==> src/source/cpuPkg.sv <==
package cpuPkg;

    localparam int wordSize = 16;

    // Opcodes
    localparam logic [3:0] opBne   = 4'd0;
    localparam logic [3:0] opBeq   = 4'd1;
    localparam logic [3:0] opAdi   = 4'd4;
    localparam logic [3:0] opOri   = 4'd5;
    localparam logic [3:0] opLhi   = 4'd6;
    localparam logic [3:0] opLwd   = 4'd7;
    localparam logic [3:0] opSwd   = 4'd8;
    localparam logic [3:0] opJmp   = 4'd9;
    localparam logic [3:0] opJal   = 4'd10;
    localparam logic [3:0] opRtype = 4'd15;

    // R-type function codes
    localparam logic [5:0] fnAdd = 6'd0;
    localparam logic [5:0] fnSub = 6'd1;
    localparam logic [5:0] fnAnd = 6'd2;
    localparam logic [5:0] fnOrr = 6'd3;
    localparam logic [5:0] fnJpr = 6'd25;
    localparam logic [5:0] fnWwd = 6'd28;
    localparam logic [5:0] fnHlt = 6'd29;

    localparam logic [1:0] linkReg = 2'd2;

    // Low func bits of ADD..ORR line up with these
    localparam logic [1:0] aluAdd = 2'd0;
    localparam logic [1:0] aluSub = 2'd1;
    localparam logic [1:0] aluAnd = 2'd2;
    localparam logic [1:0] aluOr  = 2'd3;

    typedef union packed {
        struct packed {
            logic [3:0] opcode;
            logic [1:0] rs;
            logic [1:0] rt;
            logic [1:0] rd;
            logic [5:0] func;
        } rForm;
        struct packed {
            logic [3:0] opcode;
            logic [1:0] rs;
            logic [1:0] rt;
            logic [7:0] imm8;
        } iForm;
        struct packed {
            logic [3:0]  opcode;
            logic [11:0] target12;
        } jForm;
    } instrWord;

    typedef struct packed {
        logic regWrite;
        logic memToReg;
        logic memWrite;
        logic memRead;
        logic isBranch;
        logic branchOnEqual;
        logic aluSrc;
        logic isJumpReg;
        // Result skips the ALU: pc+1 for JAL, imm for LHI
        logic isLink;
        logic isWwd;
        logic isHalt;
    } ctrlBundle;

    typedef struct packed {
        logic                valid;
        logic [wordSize-1:0] pc;
        instrWord            instr;
    } ifIdBundle;

    typedef struct packed {
        logic                valid;
        ctrlBundle           ctrl;
        logic [1:0]          aluOp;
        logic [wordSize-1:0] pc;
        logic [wordSize-1:0] rsData;
        logic [wordSize-1:0] rtData;
        logic [1:0]          rs;
        logic [1:0]          rt;
        logic [1:0]          dest;
        logic [wordSize-1:0] imm;
    } idExBundle;

    typedef struct packed {
        logic                valid;
        ctrlBundle           ctrl;
        logic [wordSize-1:0] aluResult;
        logic [wordSize-1:0] storeData;
        logic [1:0]          dest;
    } exMemBundle;

    typedef struct packed {
        logic                valid;
        ctrlBundle           ctrl;
        logic [wordSize-1:0] result;
        logic [1:0]          dest;
    } memWbBundle;

endpackage

==> src/source/controlDecoder.sv <==
`timescale 1ns/1ps

module controlDecoder import cpuPkg::*; (
    input  instrWord   instr,
    output ctrlBundle  ctrl,
    output logic [1:0] aluOp,
    output logic       useRs,
    output logic       useRt
);

    always_comb begin
        ctrl = '0;
        aluOp = aluAdd;
        useRs = 1'b1;
        useRt = 1'b0;
        case (instr.rForm.opcode)
            opRtype: begin
                case (instr.rForm.func)
                    fnAdd, fnSub, fnAnd, fnOrr: begin
                        ctrl.regWrite = 1'b1;
                        aluOp = instr.rForm.func[1:0];
                        useRt = 1'b1;
                    end
                    // rs | 0 carries the value out
                    fnWwd: begin
                        ctrl.isWwd = 1'b1;
                        ctrl.aluSrc = 1'b1;
                        aluOp = aluOr;
                    end
                    fnJpr: ctrl.isJumpReg = 1'b1;
                    fnHlt: begin
                        ctrl.isHalt = 1'b1;
                        useRs = 1'b0;
                    end
                    default: useRs = 1'b0;
                endcase
            end
            opBne, opBeq: begin
                ctrl.isBranch = 1'b1;
                ctrl.branchOnEqual = (instr.iForm.opcode == opBeq);
                useRt = 1'b1;
            end
            opAdi: begin
                ctrl.regWrite = 1'b1;
                ctrl.aluSrc = 1'b1;
            end
            opOri: begin
                ctrl.regWrite = 1'b1;
                ctrl.aluSrc = 1'b1;
                aluOp = aluOr;
            end
            opLhi: begin
                ctrl.regWrite = 1'b1;
                ctrl.aluSrc = 1'b1;
                ctrl.isLink = 1'b1;
                useRs = 1'b0;
            end
            opLwd: begin
                ctrl.regWrite = 1'b1;
                ctrl.memToReg = 1'b1;
                ctrl.memRead = 1'b1;
                ctrl.aluSrc = 1'b1;
            end
            opSwd: begin
                ctrl.memWrite = 1'b1;
                ctrl.aluSrc = 1'b1;
                useRt = 1'b1;
            end
            opJal: begin
                ctrl.regWrite = 1'b1;
                ctrl.isLink = 1'b1;
                useRs = 1'b0;
            end
            // JMP and unknown opcodes read nothing
            default: useRs = 1'b0;
        endcase
    end

endmodule

==> src/source/cpuCore.sv <==
`timescale 1ns/1ps

module cpuCore import cpuPkg::*; (
    input  logic                Clk,
    input  logic                rst,
    input  logic [wordSize-1:0] instData,
    input  logic [wordSize-1:0] dataIn,
    output logic                instRead,
    output logic [wordSize-1:0] instAddr,
    output logic                dataRead,
    output logic                dataWrite,
    output logic [wordSize-1:0] dataAddr,
    output logic [wordSize-1:0] dataOut,
    output logic [wordSize-1:0] outputPort,
    output logic                outputValid,
    output logic [wordSize-1:0] numInst,
    output logic                isHalted
);

    ifIdBundle           ifId;
    idExBundle           idEx;
    exMemBundle          exMem;
    memWbBundle          memWb;
    logic                stall;
    logic                flush;
    logic                exRedirect;
    logic [wordSize-1:0] exTarget;
    logic                idJump;
    logic [wordSize-1:0] idTarget;
    logic                haltSeen;
    logic [1:0]          rs;
    logic [1:0]          rt;
    logic                useRs;
    logic                useRt;
    logic [1:0]          fwdA;
    logic [1:0]          fwdB;
    logic                wbWrite;
    logic [1:0]          wbDest;
    logic [wordSize-1:0] wbData;

    fetchStage fetch (
        .Clk(Clk),
        .rst(rst),
        .stall(stall),
        .exRedirect(exRedirect),
        .exTarget(exTarget),
        .idJump(idJump),
        .idTarget(idTarget),
        .haltSeen(haltSeen),
        .instData(instData),
        .instRead(instRead),
        .instAddr(instAddr),
        .ifId(ifId)
    );

    decodeStage decode (
        .Clk(Clk),
        .rst(rst),
        .ifId(ifId),
        .stall(stall),
        .flush(flush),
        .wbWrite(wbWrite),
        .wbDest(wbDest),
        .wbData(wbData),
        .idEx(idEx),
        .idJump(idJump),
        .idTarget(idTarget),
        .haltSeen(haltSeen),
        .rs(rs),
        .rt(rt),
        .useRs(useRs),
        .useRt(useRt)
    );

    hazardUnit hazard (
        .Clk(Clk),
        .rst(rst),
        .rs(rs),
        .rt(rt),
        .useRs(useRs),
        .useRt(useRt),
        .idEx(idEx),
        .exMem(exMem),
        .memWb(memWb),
        .stall(stall),
        .fwdA(fwdA),
        .fwdB(fwdB)
    );

    executeStage execute (
        .Clk(Clk),
        .rst(rst),
        .idEx(idEx),
        .fwdA(fwdA),
        .fwdB(fwdB),
        .exMemResult(exMem.aluResult),
        .wbData(wbData),
        .exMem(exMem),
        .exRedirect(exRedirect),
        .exTarget(exTarget),
        .flush(flush)
    );

    memWriteback memStage (
        .Clk(Clk),
        .rst(rst),
        .exMem(exMem),
        .dataIn(dataIn),
        .dataRead(dataRead),
        .dataWrite(dataWrite),
        .dataAddr(dataAddr),
        .dataOut(dataOut),
        .memWb(memWb),
        .wbWrite(wbWrite),
        .wbDest(wbDest),
        .wbData(wbData),
        .outputPort(outputPort),
        .outputValid(outputValid),
        .numInst(numInst),
        .isHalted(isHalted)
    );

endmodule

==> src/source/decodeStage.sv <==
`timescale 1ns/1ps

module decodeStage import cpuPkg::*; (
    input  logic                Clk,
    input  logic                rst,
    input  ifIdBundle           ifId,
    input  logic                stall,
    input  logic                flush,
    input  logic                wbWrite,
    input  logic [1:0]          wbDest,
    input  logic [wordSize-1:0] wbData,
    output idExBundle           idEx,
    output logic                idJump,
    output logic [wordSize-1:0] idTarget,
    output logic                haltSeen,
    output logic [1:0]          rs,
    output logic [1:0]          rt,
    output logic                useRs,
    output logic                useRt
);

    ctrlBundle           ctrl;
    logic [1:0]          aluOp;
    logic                decRs;
    logic                decRt;
    logic [wordSize-1:0] rsData;
    logic [wordSize-1:0] rtData;
    logic [wordSize-1:0] imm;
    logic [1:0]          dest;
    logic [3:0]          opcode;
    logic [7:0]          imm8;

    controlDecoder decoder (
        .instr(ifId.instr),
        .ctrl(ctrl),
        .aluOp(aluOp),
        .useRs(decRs),
        .useRt(decRt)
    );

    registerFile regs (
        .Clk(Clk),
        .rst(rst),
        .rs(rs),
        .rt(rt),
        .wbWrite(wbWrite),
        .wbDest(wbDest),
        .wbData(wbData),
        .rsData(rsData),
        .rtData(rtData)
    );

    assign opcode = ifId.instr.iForm.opcode;
    assign imm8 = ifId.instr.iForm.imm8;
    assign rs = ifId.instr.iForm.rs;
    assign rt = ifId.instr.iForm.rt;
    assign useRs = ifId.valid && decRs;
    assign useRt = ifId.valid && decRt;

    assign idJump = ifId.valid && (opcode == opJmp || opcode == opJal);
    assign idTarget = {ifId.pc[wordSize-1:12], ifId.instr.jForm.target12};
    // A HLT behind a taken branch must not stop fetch
    assign haltSeen = ifId.valid && ctrl.isHalt && !flush;

    always_comb begin
        case (opcode)
            opAdi, opLwd, opSwd, opBne, opBeq: imm = {{8{imm8[7]}}, imm8};
            opOri: imm = {8'h00, imm8};
            opLhi: imm = {imm8, 8'h00};
            default: imm = '0;
        endcase
    end

    always_comb begin
        if (opcode == opRtype) begin
            dest = ifId.instr.rForm.rd;
        end else if (opcode == opJal) begin
            dest = linkReg;
        end else begin
            dest = rt;
        end
    end

    always_ff @(posedge Clk) begin
        idEx.aluOp <= aluOp;
        idEx.pc <= ifId.pc;
        idEx.rsData <= rsData;
        idEx.rtData <= rtData;
        idEx.rs <= rs;
        idEx.rt <= rt;
        idEx.dest <= dest;
        idEx.imm <= imm;
        if (rst || stall || flush) begin
            idEx.valid <= 1'b0;
            idEx.ctrl <= '0;
        end else begin
            idEx.valid <= ifId.valid;
            idEx.ctrl <= ifId.valid ? ctrl : '0;
        end
    end

endmodule

==> src/source/executeStage.sv <==
`timescale 1ns/1ps

module executeStage import cpuPkg::*; (
    input  logic                Clk,
    input  logic                rst,
    input  idExBundle           idEx,
    input  logic [1:0]          fwdA,
    input  logic [1:0]          fwdB,
    input  logic [wordSize-1:0] exMemResult,
    input  logic [wordSize-1:0] wbData,
    output exMemBundle          exMem,
    output logic                exRedirect,
    output logic [wordSize-1:0] exTarget,
    output logic                flush
);

    logic [wordSize-1:0] opA;
    logic [wordSize-1:0] fwdRt;
    logic [wordSize-1:0] opB;
    logic [wordSize-1:0] aluOut;
    logic [wordSize-1:0] pcNext;
    logic                taken;

    function automatic logic [wordSize-1:0] pickOperand(
        input logic [1:0]          sel,
        input logic [wordSize-1:0] regValue
    );
        case (sel)
            2'd1: return exMemResult;
            2'd2: return wbData;
            default: return regValue;
        endcase
    endfunction

    assign opA = pickOperand(fwdA, idEx.rsData);
    assign fwdRt = pickOperand(fwdB, idEx.rtData);
    assign opB = idEx.ctrl.aluSrc ? idEx.imm : fwdRt;

    always_comb begin
        case (idEx.aluOp)
            aluAdd: aluOut = opA + opB;
            aluSub: aluOut = opA - opB;
            aluAnd: aluOut = opA & opB;
            default: aluOut = opA | opB;
        endcase
    end

    assign pcNext = idEx.pc + 1'b1;

    // BEQ takes on equal, BNE on not equal
    assign taken = idEx.ctrl.isBranch && ((opA == fwdRt) == idEx.ctrl.branchOnEqual);
    assign exRedirect = idEx.valid && (taken || idEx.ctrl.isJumpReg);
    assign exTarget = idEx.ctrl.isJumpReg ? opA : pcNext + idEx.imm;
    assign flush = exRedirect;

    always_ff @(posedge Clk) begin
        if (idEx.ctrl.isLink) begin
            exMem.aluResult <= idEx.ctrl.aluSrc ? idEx.imm : pcNext;
        end else begin
            exMem.aluResult <= aluOut;
        end
        exMem.storeData <= fwdRt;
        exMem.dest <= idEx.dest;
        if (rst) begin
            exMem.valid <= 1'b0;
            exMem.ctrl <= '0;
        end else begin
            exMem.valid <= idEx.valid;
            exMem.ctrl <= idEx.ctrl;
        end
    end

endmodule

==> src/source/fetchStage.sv <==
`timescale 1ns/1ps

module fetchStage import cpuPkg::*; (
    input  logic                Clk,
    input  logic                rst,
    input  logic                stall,
    input  logic                exRedirect,
    input  logic [wordSize-1:0] exTarget,
    input  logic                idJump,
    input  logic [wordSize-1:0] idTarget,
    input  logic                haltSeen,
    input  logic [wordSize-1:0] instData,
    output logic                instRead,
    output logic [wordSize-1:0] instAddr,
    output ifIdBundle           ifId
);

    logic [wordSize-1:0] pc;
    logic [wordSize-1:0] nextPc;
    logic                halted;

    assign instRead = !(halted || haltSeen);
    assign instAddr = pc;

    always_comb begin
        if (exRedirect) begin
            nextPc = exTarget;
        end else if (idJump) begin
            nextPc = idTarget;
        end else if (stall || !instRead) begin
            nextPc = pc;
        end else begin
            nextPc = pc + 1'b1;
        end
    end

    always_ff @(posedge Clk) begin
        if (rst) begin
            pc <= '0;
            halted <= 1'b0;
            ifId.valid <= 1'b0;
        end else begin
            pc <= nextPc;
            if (haltSeen) begin
                halted <= 1'b1;
            end
            // Drop the word fetched behind a redirect, a jump or HLT
            if (exRedirect || idJump || !instRead) begin
                ifId.valid <= 1'b0;
            end else if (!stall) begin
                ifId.valid <= 1'b1;
            end
        end
    end

    always_ff @(posedge Clk) begin
        if (!stall) begin
            ifId.pc <= pc;
            ifId.instr <= instData;
        end
    end

    // Fetch stays stopped and pc frozen once HLT is in decode
    assert property (@(posedge Clk) disable iff (rst)
        (haltSeen || !instRead) |=> !instRead && $stable(pc))
        else $error("fetch resumed or pc moved after halt");

endmodule

==> src/source/hazardUnit.sv <==
`timescale 1ns/1ps

module hazardUnit import cpuPkg::*; (
    input  logic       Clk,
    input  logic       rst,
    input  logic [1:0] rs,
    input  logic [1:0] rt,
    input  logic       useRs,
    input  logic       useRt,
    input  idExBundle  idEx,
    input  exMemBundle exMem,
    input  memWbBundle memWb,
    output logic       stall,
    output logic [1:0] fwdA,
    output logic [1:0] fwdB
);

    // EX/MEM holds the younger producer, so it wins
    function automatic logic [1:0] fwdSel(input logic [1:0] src);
        if (exMem.valid && exMem.ctrl.regWrite && exMem.dest == src) begin
            return 2'd1;
        end else if (memWb.valid && memWb.ctrl.regWrite && memWb.dest == src) begin
            return 2'd2;
        end
        return 2'd0;
    endfunction

    assign stall = idEx.valid && idEx.ctrl.memRead
        && ((useRs && rs == idEx.dest) || (useRt && rt == idEx.dest));

    assign fwdA = fwdSel(idEx.rs);
    assign fwdB = fwdSel(idEx.rt);

    // The bubble behind a load clears the hazard
    assert property (@(posedge Clk) disable iff (rst) stall |=> !stall)
        else $error("load-use stall held for two cycles");

endmodule

==> src/source/memWriteback.sv <==
`timescale 1ns/1ps

module memWriteback import cpuPkg::*; (
    input  logic                Clk,
    input  logic                rst,
    input  exMemBundle          exMem,
    input  logic [wordSize-1:0] dataIn,
    output logic                dataRead,
    output logic                dataWrite,
    output logic [wordSize-1:0] dataAddr,
    output logic [wordSize-1:0] dataOut,
    output memWbBundle          memWb,
    output logic                wbWrite,
    output logic [1:0]          wbDest,
    output logic [wordSize-1:0] wbData,
    output logic [wordSize-1:0] outputPort,
    output logic                outputValid,
    output logic [wordSize-1:0] numInst,
    output logic                isHalted
);

    assign dataRead = exMem.valid && exMem.ctrl.memRead;
    assign dataWrite = exMem.valid && exMem.ctrl.memWrite;
    assign dataAddr = exMem.aluResult;
    assign dataOut = exMem.storeData;

    always_ff @(posedge Clk) begin
        memWb.result <= exMem.ctrl.memToReg ? dataIn : exMem.aluResult;
        memWb.dest <= exMem.dest;
        if (rst) begin
            memWb.valid <= 1'b0;
            memWb.ctrl <= '0;
        end else begin
            memWb.valid <= exMem.valid;
            memWb.ctrl <= exMem.ctrl;
        end
    end

    assign wbWrite = memWb.valid && memWb.ctrl.regWrite;
    assign wbDest = memWb.dest;
    assign wbData = memWb.result;

    // Retirement
    always_ff @(posedge Clk) begin
        if (rst) begin
            numInst <= '0;
            outputPort <= '0;
            outputValid <= 1'b0;
            isHalted <= 1'b0;
        end else begin
            outputValid <= memWb.valid && memWb.ctrl.isWwd;
            if (memWb.valid) begin
                numInst <= numInst + 1'b1;
                if (memWb.ctrl.isWwd) begin
                    outputPort <= memWb.result;
                end
                if (memWb.ctrl.isHalt) begin
                    isHalted <= 1'b1;
                end
            end
        end
    end

    assert property (@(posedge Clk) disable iff (rst) !(dataRead && dataWrite))
        else $error("data memory read and write in the same cycle");

endmodule

==> src/source/registerFile.sv <==
`timescale 1ns/1ps

module registerFile import cpuPkg::*; (
    input  logic                Clk,
    input  logic                rst,
    input  logic [1:0]          rs,
    input  logic [1:0]          rt,
    input  logic                wbWrite,
    input  logic [1:0]          wbDest,
    input  logic [wordSize-1:0] wbData,
    output logic [wordSize-1:0] rsData,
    output logic [wordSize-1:0] rtData
);

    logic [wordSize-1:0] regs [4];

    always_ff @(posedge Clk) begin
        if (rst) begin
            for (int i = 0; i < 4; i++) begin
                regs[i] <= '0;
            end
        end else if (wbWrite) begin
            regs[wbDest] <= wbData;
        end
    end

    // Same-cycle write is visible to the reader
    assign rsData = (wbWrite && wbDest == rs) ? wbData : regs[rs];
    assign rtData = (wbWrite && wbDest == rt) ? wbData : regs[rt];

endmodule

==> config.mk <==
export PLATFORM = sky130hd
export DESIGN_NAME = cpuCore
export DESIGN_NICKNAME = d
export VERILOG_FILES = /design/src/source/cpuPkg.sv /design/src/source/controlDecoder.sv /design/src/source/cpuCore.sv /design/src/source/decodeStage.sv /design/src/source/executeStage.sv /design/src/source/fetchStage.sv /design/src/source/hazardUnit.sv /design/src/source/memWriteback.sv /design/src/source/registerFile.sv
export SDC_FILE = /design/constraint.sdc
export NUM_CORES = 1
export LEC_CHECK = 0
export CORE_ASPECT_RATIO = 2
export CORE_MARGIN = 4
export CORE_UTILIZATION = 48
export DETAILED_ROUTE_END_ITERATION = 10
export DONT_BUFFER_PORTS = 1
export GPL_TIMING_DRIVEN = 0
export SYNTH_ARGS = -nofsm -noshare
export SYNTH_HDL_FRONTEND = slang
export SYNTH_SLANG_ARGS = --single-unit
==> constraint.sdc <==
create_clock -name Clk -period 13.31 [get_ports Clk]
set_input_delay 1.9965 -clock Clk [delete_from_list [all_inputs] [get_ports Clk]]
set_output_delay 1.9965 -clock Clk [all_outputs]
set_load 0.01 [all_outputs]
# Word-level counts from Yosys, hierarchy flattened
# Memories as Yosys holds them, arrays and structs flattened. A register that Yosys moved wholly into a read port is not among the register bits.
# Index checks and enable logic that the tools add are counted.
[word_totals]
reg_bits = 229
mem_bits_rw = 64
inputBits = 34
output_inout_bits = 85
word_cells = 191
n_memories = 1
[mem_list]
columns = ["memory", "words", "width", "read_ports", "rd_clocked_by_memory_dff", "write_ports", "line_no", "source"]
rows = [
  ["decode.regs.regs", 4, 16, 2, 2, 4, "registerFile.sv:15", "logic [wordSize-1:0] regs [4];"],
]
[classes]
addsub = 6
n_eq_ne = 32
mux = 52
bitwise = 5
reduce_logical = 52
[op_table]
columns = ["operator", "count"]
rows = [
  ["$mux 16", 11],
  ["$pmux 16 s3", 2],
  ["$pmux 16 s2", 2],
  ["$add 16x1->16 const B", 3],
  ["$add 16x16->16", 2],
  ["$mux 2", 12],
  ["$logic_and 1x1->1", 22],
  ["$mux 1", 19],
  ["$eq 6x5->1 const B", 3],
  ["$and 16x16->16", 1],
  ["$eq 16x16->1", 1],
  ["$eq 2x2->1", 8],
  ["$eq 4x3->1 const B", 4],
  ["$eq 4x4->1 const B", 4],
  ["$or 16x16->16", 1],
  ["$reduce_or 16->1", 1],
  ["$sub 16x16->16", 1],
  ["$reduce_or 5->1", 3],
  ["$eq 6x2->1 const B", 2],
  ["$reduce_or 6->1", 2],
  ["$logic_or 1x1->1", 9],
  ["$reduce_or 3->1", 3],
  ["$pmux 1 s2", 4],
  ["$pmux 2 s2", 2],
  ["14 further kinds", 25],
]

# Logic depth before layout (Yosys ltp)
[logic_depth]
word_depth = 19
ltp_mapped = 21

# Hierarchy
# Synthesis repeated with hierarchy kept, for this count alone.
[hier_totals]
hier_cells = 1573
hier_area_um2 = 16428.3
[modules_own_cells]
columns = ["module", "instances", "cells_per_inst", "area_each_um2", "seq_area_each_um2"]
rows = [
  ["executeStage", 1, 643, 4986.0, 920.9],
  ["registerFile", 1, 221, 3842.4, 1921.8],
  ["memWriteback", 1, 274, 2603.7, 1281.2],
  ["decodeStage", 1, 177, 2317.2, 1681.6],
  ["fetchStage", 1, 190, 2239.6, 1321.3],
  ["controlDecoder", 1, 43, 274.0, 0.0],
  ["hazardUnit", 1, 25, 165.2, 0.0],
]

# Worst setup path after synthesis
# OpenSTA, ideal clock, no wires.
[synth_path]
path_kind = "register to output"
start = "register, netlist name decode.idEx[20]"
end = "output port instRead"
t_arrival_ns = 2.737
slack_ns = 8.577
path_stages_with_launch = 12
cell_sequence = "dfxtp_1 -> xor2_1 -> or3_1 -> buf_4 -> a31oi_1 -> xor2_1 -> nor4_2 -> nand4_2 -> mux2i_2 -> nor2_2 -> buf_6 -> a21oi_1"
[synth_via]
elab_chain_len = 16
elab_cells_between_ends = 20
classes_between = "eq/ne: 6; mux: 5; reduce/logical: 9"
[synth_lines]
columns = ["element", "line_no", "source"]
rows = [
  ["$eq 2x2->1", "hazardUnit.sv:22", "end else if (memWb.valid && memWb.ctrl.regWrite && memWb.dest == src) begin"],
  ["$logic_and 1x1->1", "hazardUnit.sv:22", ""],
  ["$mux 1", "hazardUnit.sv:22", ""],
  ["$mux 1", "hazardUnit.sv:20", "if (exMem.valid && exMem.ctrl.regWrite && exMem.dest == src) begin"],
  ["$mux 2 (*)", "hazardUnit.sv:25", "return 2'd0;"],
  ["$eq 2x2->1 / $eq 2x1->1 (equally long branches)", "executeStage.sv:28", "case (sel)"],
  ["$pmux 16 s2 (*)", "executeStage.sv:28", ""],
  ["$eq 16x16->1 (*)", "executeStage.sv:51", "assign taken = idEx.ctrl.isBranch && ((opA == fwdRt) == idEx.ctrl.branchOnEqual);"],
  ["$eq 1x1->1 (*)", "executeStage.sv:51", ""],
  ["$logic_and 1x1->1 (*)", "executeStage.sv:51", ""],
  ["$logic_or 1x1->1 (*)", "executeStage.sv:52", "assign exRedirect = idEx.valid && (taken || idEx.ctrl.isJumpReg);"],
  ["$logic_and 1x1->1 (*)", "executeStage.sv:52", ""],
  ["$logic_not 1->1 (*)", "decodeStage.sv:63", "assign haltSeen = ifId.valid && ctrl.isHalt && !flush;"],
  ["$logic_and 1x1->1 (*)", "decodeStage.sv:63", ""],
  ["$logic_or 1x1->1 (*)", "fetchStage.sv:22", "assign instRead = !(halted || haltSeen);"],
  ["$logic_not 1->1 (*)", "fetchStage.sv:22", ""],
  ["end, declared", "cpuCore.sv:8", "output logic instRead,"],
]
# Every way passes the cells marked *; elsewhere a longest branch is shown, timed or not.

# Final worst setup path
[layout_path]
start = "register, netlist name memStage.memWb[28]"
end = "output port instRead"
[layout_via]
elab_chain_len = 16
elab_cells_between_ends = 24
classes_between = "eq/ne: 6; mux: 8; reduce/logical: 10"
[layout_lines]
columns = ["element", "line_no"]
rows = [
  ["$logic_and 1x1->1 (*)", "hazardUnit.sv:22"],
  ["$logic_and 1x1->1", "hazardUnit.sv:22"],
  ["$mux 1", "hazardUnit.sv:22"],
  ["$mux 1", "hazardUnit.sv:20"],
  ["$mux 2", "hazardUnit.sv:25"],
  ["$eq 2x2->1 / $eq 2x1->1 (equally long branches)", "executeStage.sv:28"],
  ["$pmux 16 s2", "executeStage.sv:28"],
  ["$eq 16x16->1 (*)", "executeStage.sv:51"],
  ["$eq 1x1->1 (*)", "executeStage.sv:51"],
  ["$logic_and 1x1->1 (*)", "executeStage.sv:51"],
  ["$logic_or 1x1->1 (*)", "executeStage.sv:52"],
  ["$logic_and 1x1->1 (*)", "executeStage.sv:52"],
  ["$logic_not 1->1 (*)", "decodeStage.sv:63"],
  ["$logic_and 1x1->1 (*)", "decodeStage.sv:63"],
  ["$logic_or 1x1->1 (*)", "fetchStage.sv:22"],
  ["$logic_not 1->1 (*)", "fetchStage.sv:22"],
]
# Marked as above.

==> metrics <==
post-DP HPWL=40,200 microns; Reg2Reg Capture Point=execute.exMem[26]; synthesized cell area=15,600 sq um; Worst-Skew Late Latency=0.57 ns; post-DR vias/cell=5.95; H-tree levels=1; Primary FF master, synth=dfxtp_1; post-synthesis xor/xnor area fraction=0.0696; Tcrit/Tclk final=0.502; Resize count post-CTS=0; Final ANT Viol Nets=0; std cell rows=93; maximum vdd drop=97.0 uV; total die area=35,700 sq um; DR pass1 iterations=5; core area=32,100 sq um; Setup Skew=0.0151 ns; mux contribution to synthesized area=0.110; Vias=11.8k; PortBufs=0; R2R cell count=20; filler cell count=2,981; Post-synth EDFFs=96; CP Class=reg -> out; Gate Count Post-Synth=1,506; first-pass GRT wire length=75,000 microns; gr ovfl total=0; status=complete, no violations; io pins=119; Reg area=6910 sq um; #FFs+latches synth=297; setup_tns=0 ns; largest net degree at the start of global routing=35; Hold Violations, Final=0; Finished Cell Area=17,100 sq um; Synth top area share=0.258; fin util=0.532; Final Wtd Congestion=0.992; compound-cell area share of the yosys netlist=0.114; Synth area leaders=dfxtp_1 26%, edfxtp_1 18%, mux2_2 4.6%; main combinational cell family by area after synthesis=simple AND/OR/NAND/NOR gates; Post-CTS Setup Inserts=0; area leader, netlist=dfxtp_1; routed wire length=50,900 microns; HP Class=reg -> reg; Worst-path clk slew=0.07 ns; DIE WIDTH=136 microns; DP Area=16,200 sq um; RSZ-0062 raised after global routing=no; CTS Root Cell=clkbuf_16; syn avg cell area=10.4 sq um; HP Start=fetch.ifId[18]; Max Root-Sink Buffers=3; Final Max Slew Viols=0; Worst R2R Setup Slack=7.25 ns; Hold EP=decode.idEx[56]; GRT Overall Usage=0.281; worst slew pin tran=1.34 ns; fmax=150 MHz; area of the multi-input gates=8000 sq um; Power Density=137 nW/um^2; RR Startpoint=decode.idEx[76]; die height=263 microns; DRC viols=0; Crit. End Element=output pin; endpoints failing setup=0; layout cells sized above 1=0.157; async set-or-reset flop fraction in the synthesized netlist=0; TritonCTS clock tree=built; Avg WL per Cell=25.6 microns; Synth Area in Adders=0.0421; clk sinks=297; sequential area share after synthesis=0.442; Netlist cell types=74; Area Overhead vs Synth=9.49%; CP Max Fanout=10; DR iter-0 viols=591; CP Data Arrival Time=4.69 ns; Starting Density=0.486; Lkg Pwr=6.48 nW; Startpoint Class=flop; Synth Warn #=0; Slew headroom=0.0971; Syn Nets=1,581; post-synthesis simple-gate area fraction=0.175; Final nets=1,612; CTS buffer count=28; CTS Hold Bufs=0; # Max-Cap Violations=0; WP data required=11.31 ns; Min-Delay Path Depth=0; initial antenna violation count=2; crit path time final=6.69 ns; Final Total Pwr=2.35 mW; vias in the first global route=12.3k
worst max-delay path, stage by stage (launching register included):
cell and delay (ns):
dfxtp_1 0.61, clkbuf_1 0.43, and3_1 0.26, nand3_1 0.08, a31oi_1 0.93, xor2_1 0.17
nor4_2 0.43, nand4_2 0.29, mux2i_2 0.32, nor2_2 0.13, buf_6 0.17, a21oi_1 0.29
worst max-delay path by stage:
| stage | start | end | slack (ns) | depth (start not counted) |
|---|---|---|---|---|
| after global placement | execute.exMem[0] | instRead | 7.35 | 11 |
| after CTS | memStage.wbDest[0] | instRead | 6.73 | 12 |
| after detailed placement | memStage.wbDest[1] | instRead | 7.34 | 12 |
| after global routing | decode.idEx[20] | instRead | 6.57 | 11 |
| after floorplan | decode.idEx[20] | instRead | 8.58 | 11 |
| final | memStage.memWb[28] | instRead | 6.62 | 11 |
cell type report:
| class | count | area share |
|---|---|---|
| well taps | 427 | 0.0312 |
| flip-flops and latches | 297 | 0.404 |
| clock buffers | 36 | 0.0439 |
| inverters | 22 | 0.00483 |
| multi-input cells | 1065 | 0.468 |
| diodes | 2 | 0.000293 |
| clock inverters | 16 | 0.00900 |
| plain buffers | 122 | 0.0375 |
| repair buffers | 1 | 0.00161 |
cell families (layout without fill, tap and decap cells):
group | count (synthesis) | after routing
compound gates | 253 | 253
xor+xnor | 119 | 119
fa+ha+maj | 54 | 54
buf+inv | 144 | 197
flops | 297 | 297
mux | 122 | 122
other cells | 0 | 2
simple gates | 517 | 517
through the flow:
stage	hold slack, ns	instances	worst slack [ns]
2_1_floorplan	0.323	1506	8.58
3_3_place_gp	0.326	1933	7.35
4_1_cts	0.341	1985	6.73
5_1_grt	0.346	1987	6.57
6_report	0.338	1988	6.62
3_5_place_dp	0.327	1933	7.34
placed cells by master (no fill, tap or decap), types with 6 or more instances in the layout:
master,count
ha_1,39
mux2i_1,22
nand3_1,61
xor2_1,63
nand2b_1,15
buf_1,11
clkinv_2,7
nand4_1,15
nand2_1,120
o21a_1,6
inv_1,21
and3_1,46
or2_2,7
o211ai_1,14
o31ai_2,6
mux2_2,64
a31oi_1,23
or3_1,10
buf_2,14
nor2b_1,17
a31oi_2,13
mux4_2,32
dfxtp_1,201
and4_1,6
nor4_1,44
a211oi_1,18
o31ai_1,37
buf_4,34
nor3_1,17
clkbuf_16,28
a21oi_1,58
and2_1,62
maj3_1,13
xnor2_1,51
clkbuf_1,65
a21o_1,8
edfxtp_1,96
nor2_1,72
o21ai_0,42
cells in the mapped netlist, drive strengths merged, types with 10 or more instances:
| cell | n |
|---|---|
| xnor2 | 51 |
| maj3 | 13 |
| mux2i | 23 |
| dfxtp | 201 |
| inv | 22 |
| xor2 | 67 |
| ha | 39 |
| a31oi | 38 |
| nor3 | 17 |
| buf | 63 |
| and3 | 46 |
| mux4 | 32 |
| and2 | 62 |
| nor4 | 48 |
| clkbuf | 59 |
| nand2b | 15 |
| nor2 | 73 |
| a211oi | 18 |
| edfxtp | 96 |
| or3 | 10 |
| o31ai | 43 |
| o211ai | 14 |
| nand2 | 121 |
| nand3 | 63 |
| a21oi | 58 |
| o21ai | 44 |
| mux2 | 67 |
| nand4 | 16 |
| nor2b | 17 |
flip-flops by register name (all words and copies together), names as in the netlist, named ones only:
name,flops
memStage.isHalted,1
fetch.instAddr,16
memStage.outputValid,1
decode.regs.regs,64
fetch.ifId,33
memStage.outputPort,16
execute.exMem,40
fetch.halted,1
memStage.wbDest,2
memStage.wbData,16
memStage.numInst,16
memStage.memWb,4
decode.idEx,83
layer usage:
layer  routed length [microns]  track usage  vias to the layer above
li1                          -            -                     5528
met1                     16200        0.262                     5680
met2                     28500        0.540                      409
met3                      1860       0.0348                      207
met4                      4300        0.201                        0
met5                         0            0                        -
power breakdown:
group / internal [mW] / switching (mW)
Sequential: 1.01 / 0.134
Combinational: 0.172 / 0.228
Clock: 0.441 / 0.359
No activity file was read; power rests on OpenSTA's default activity.
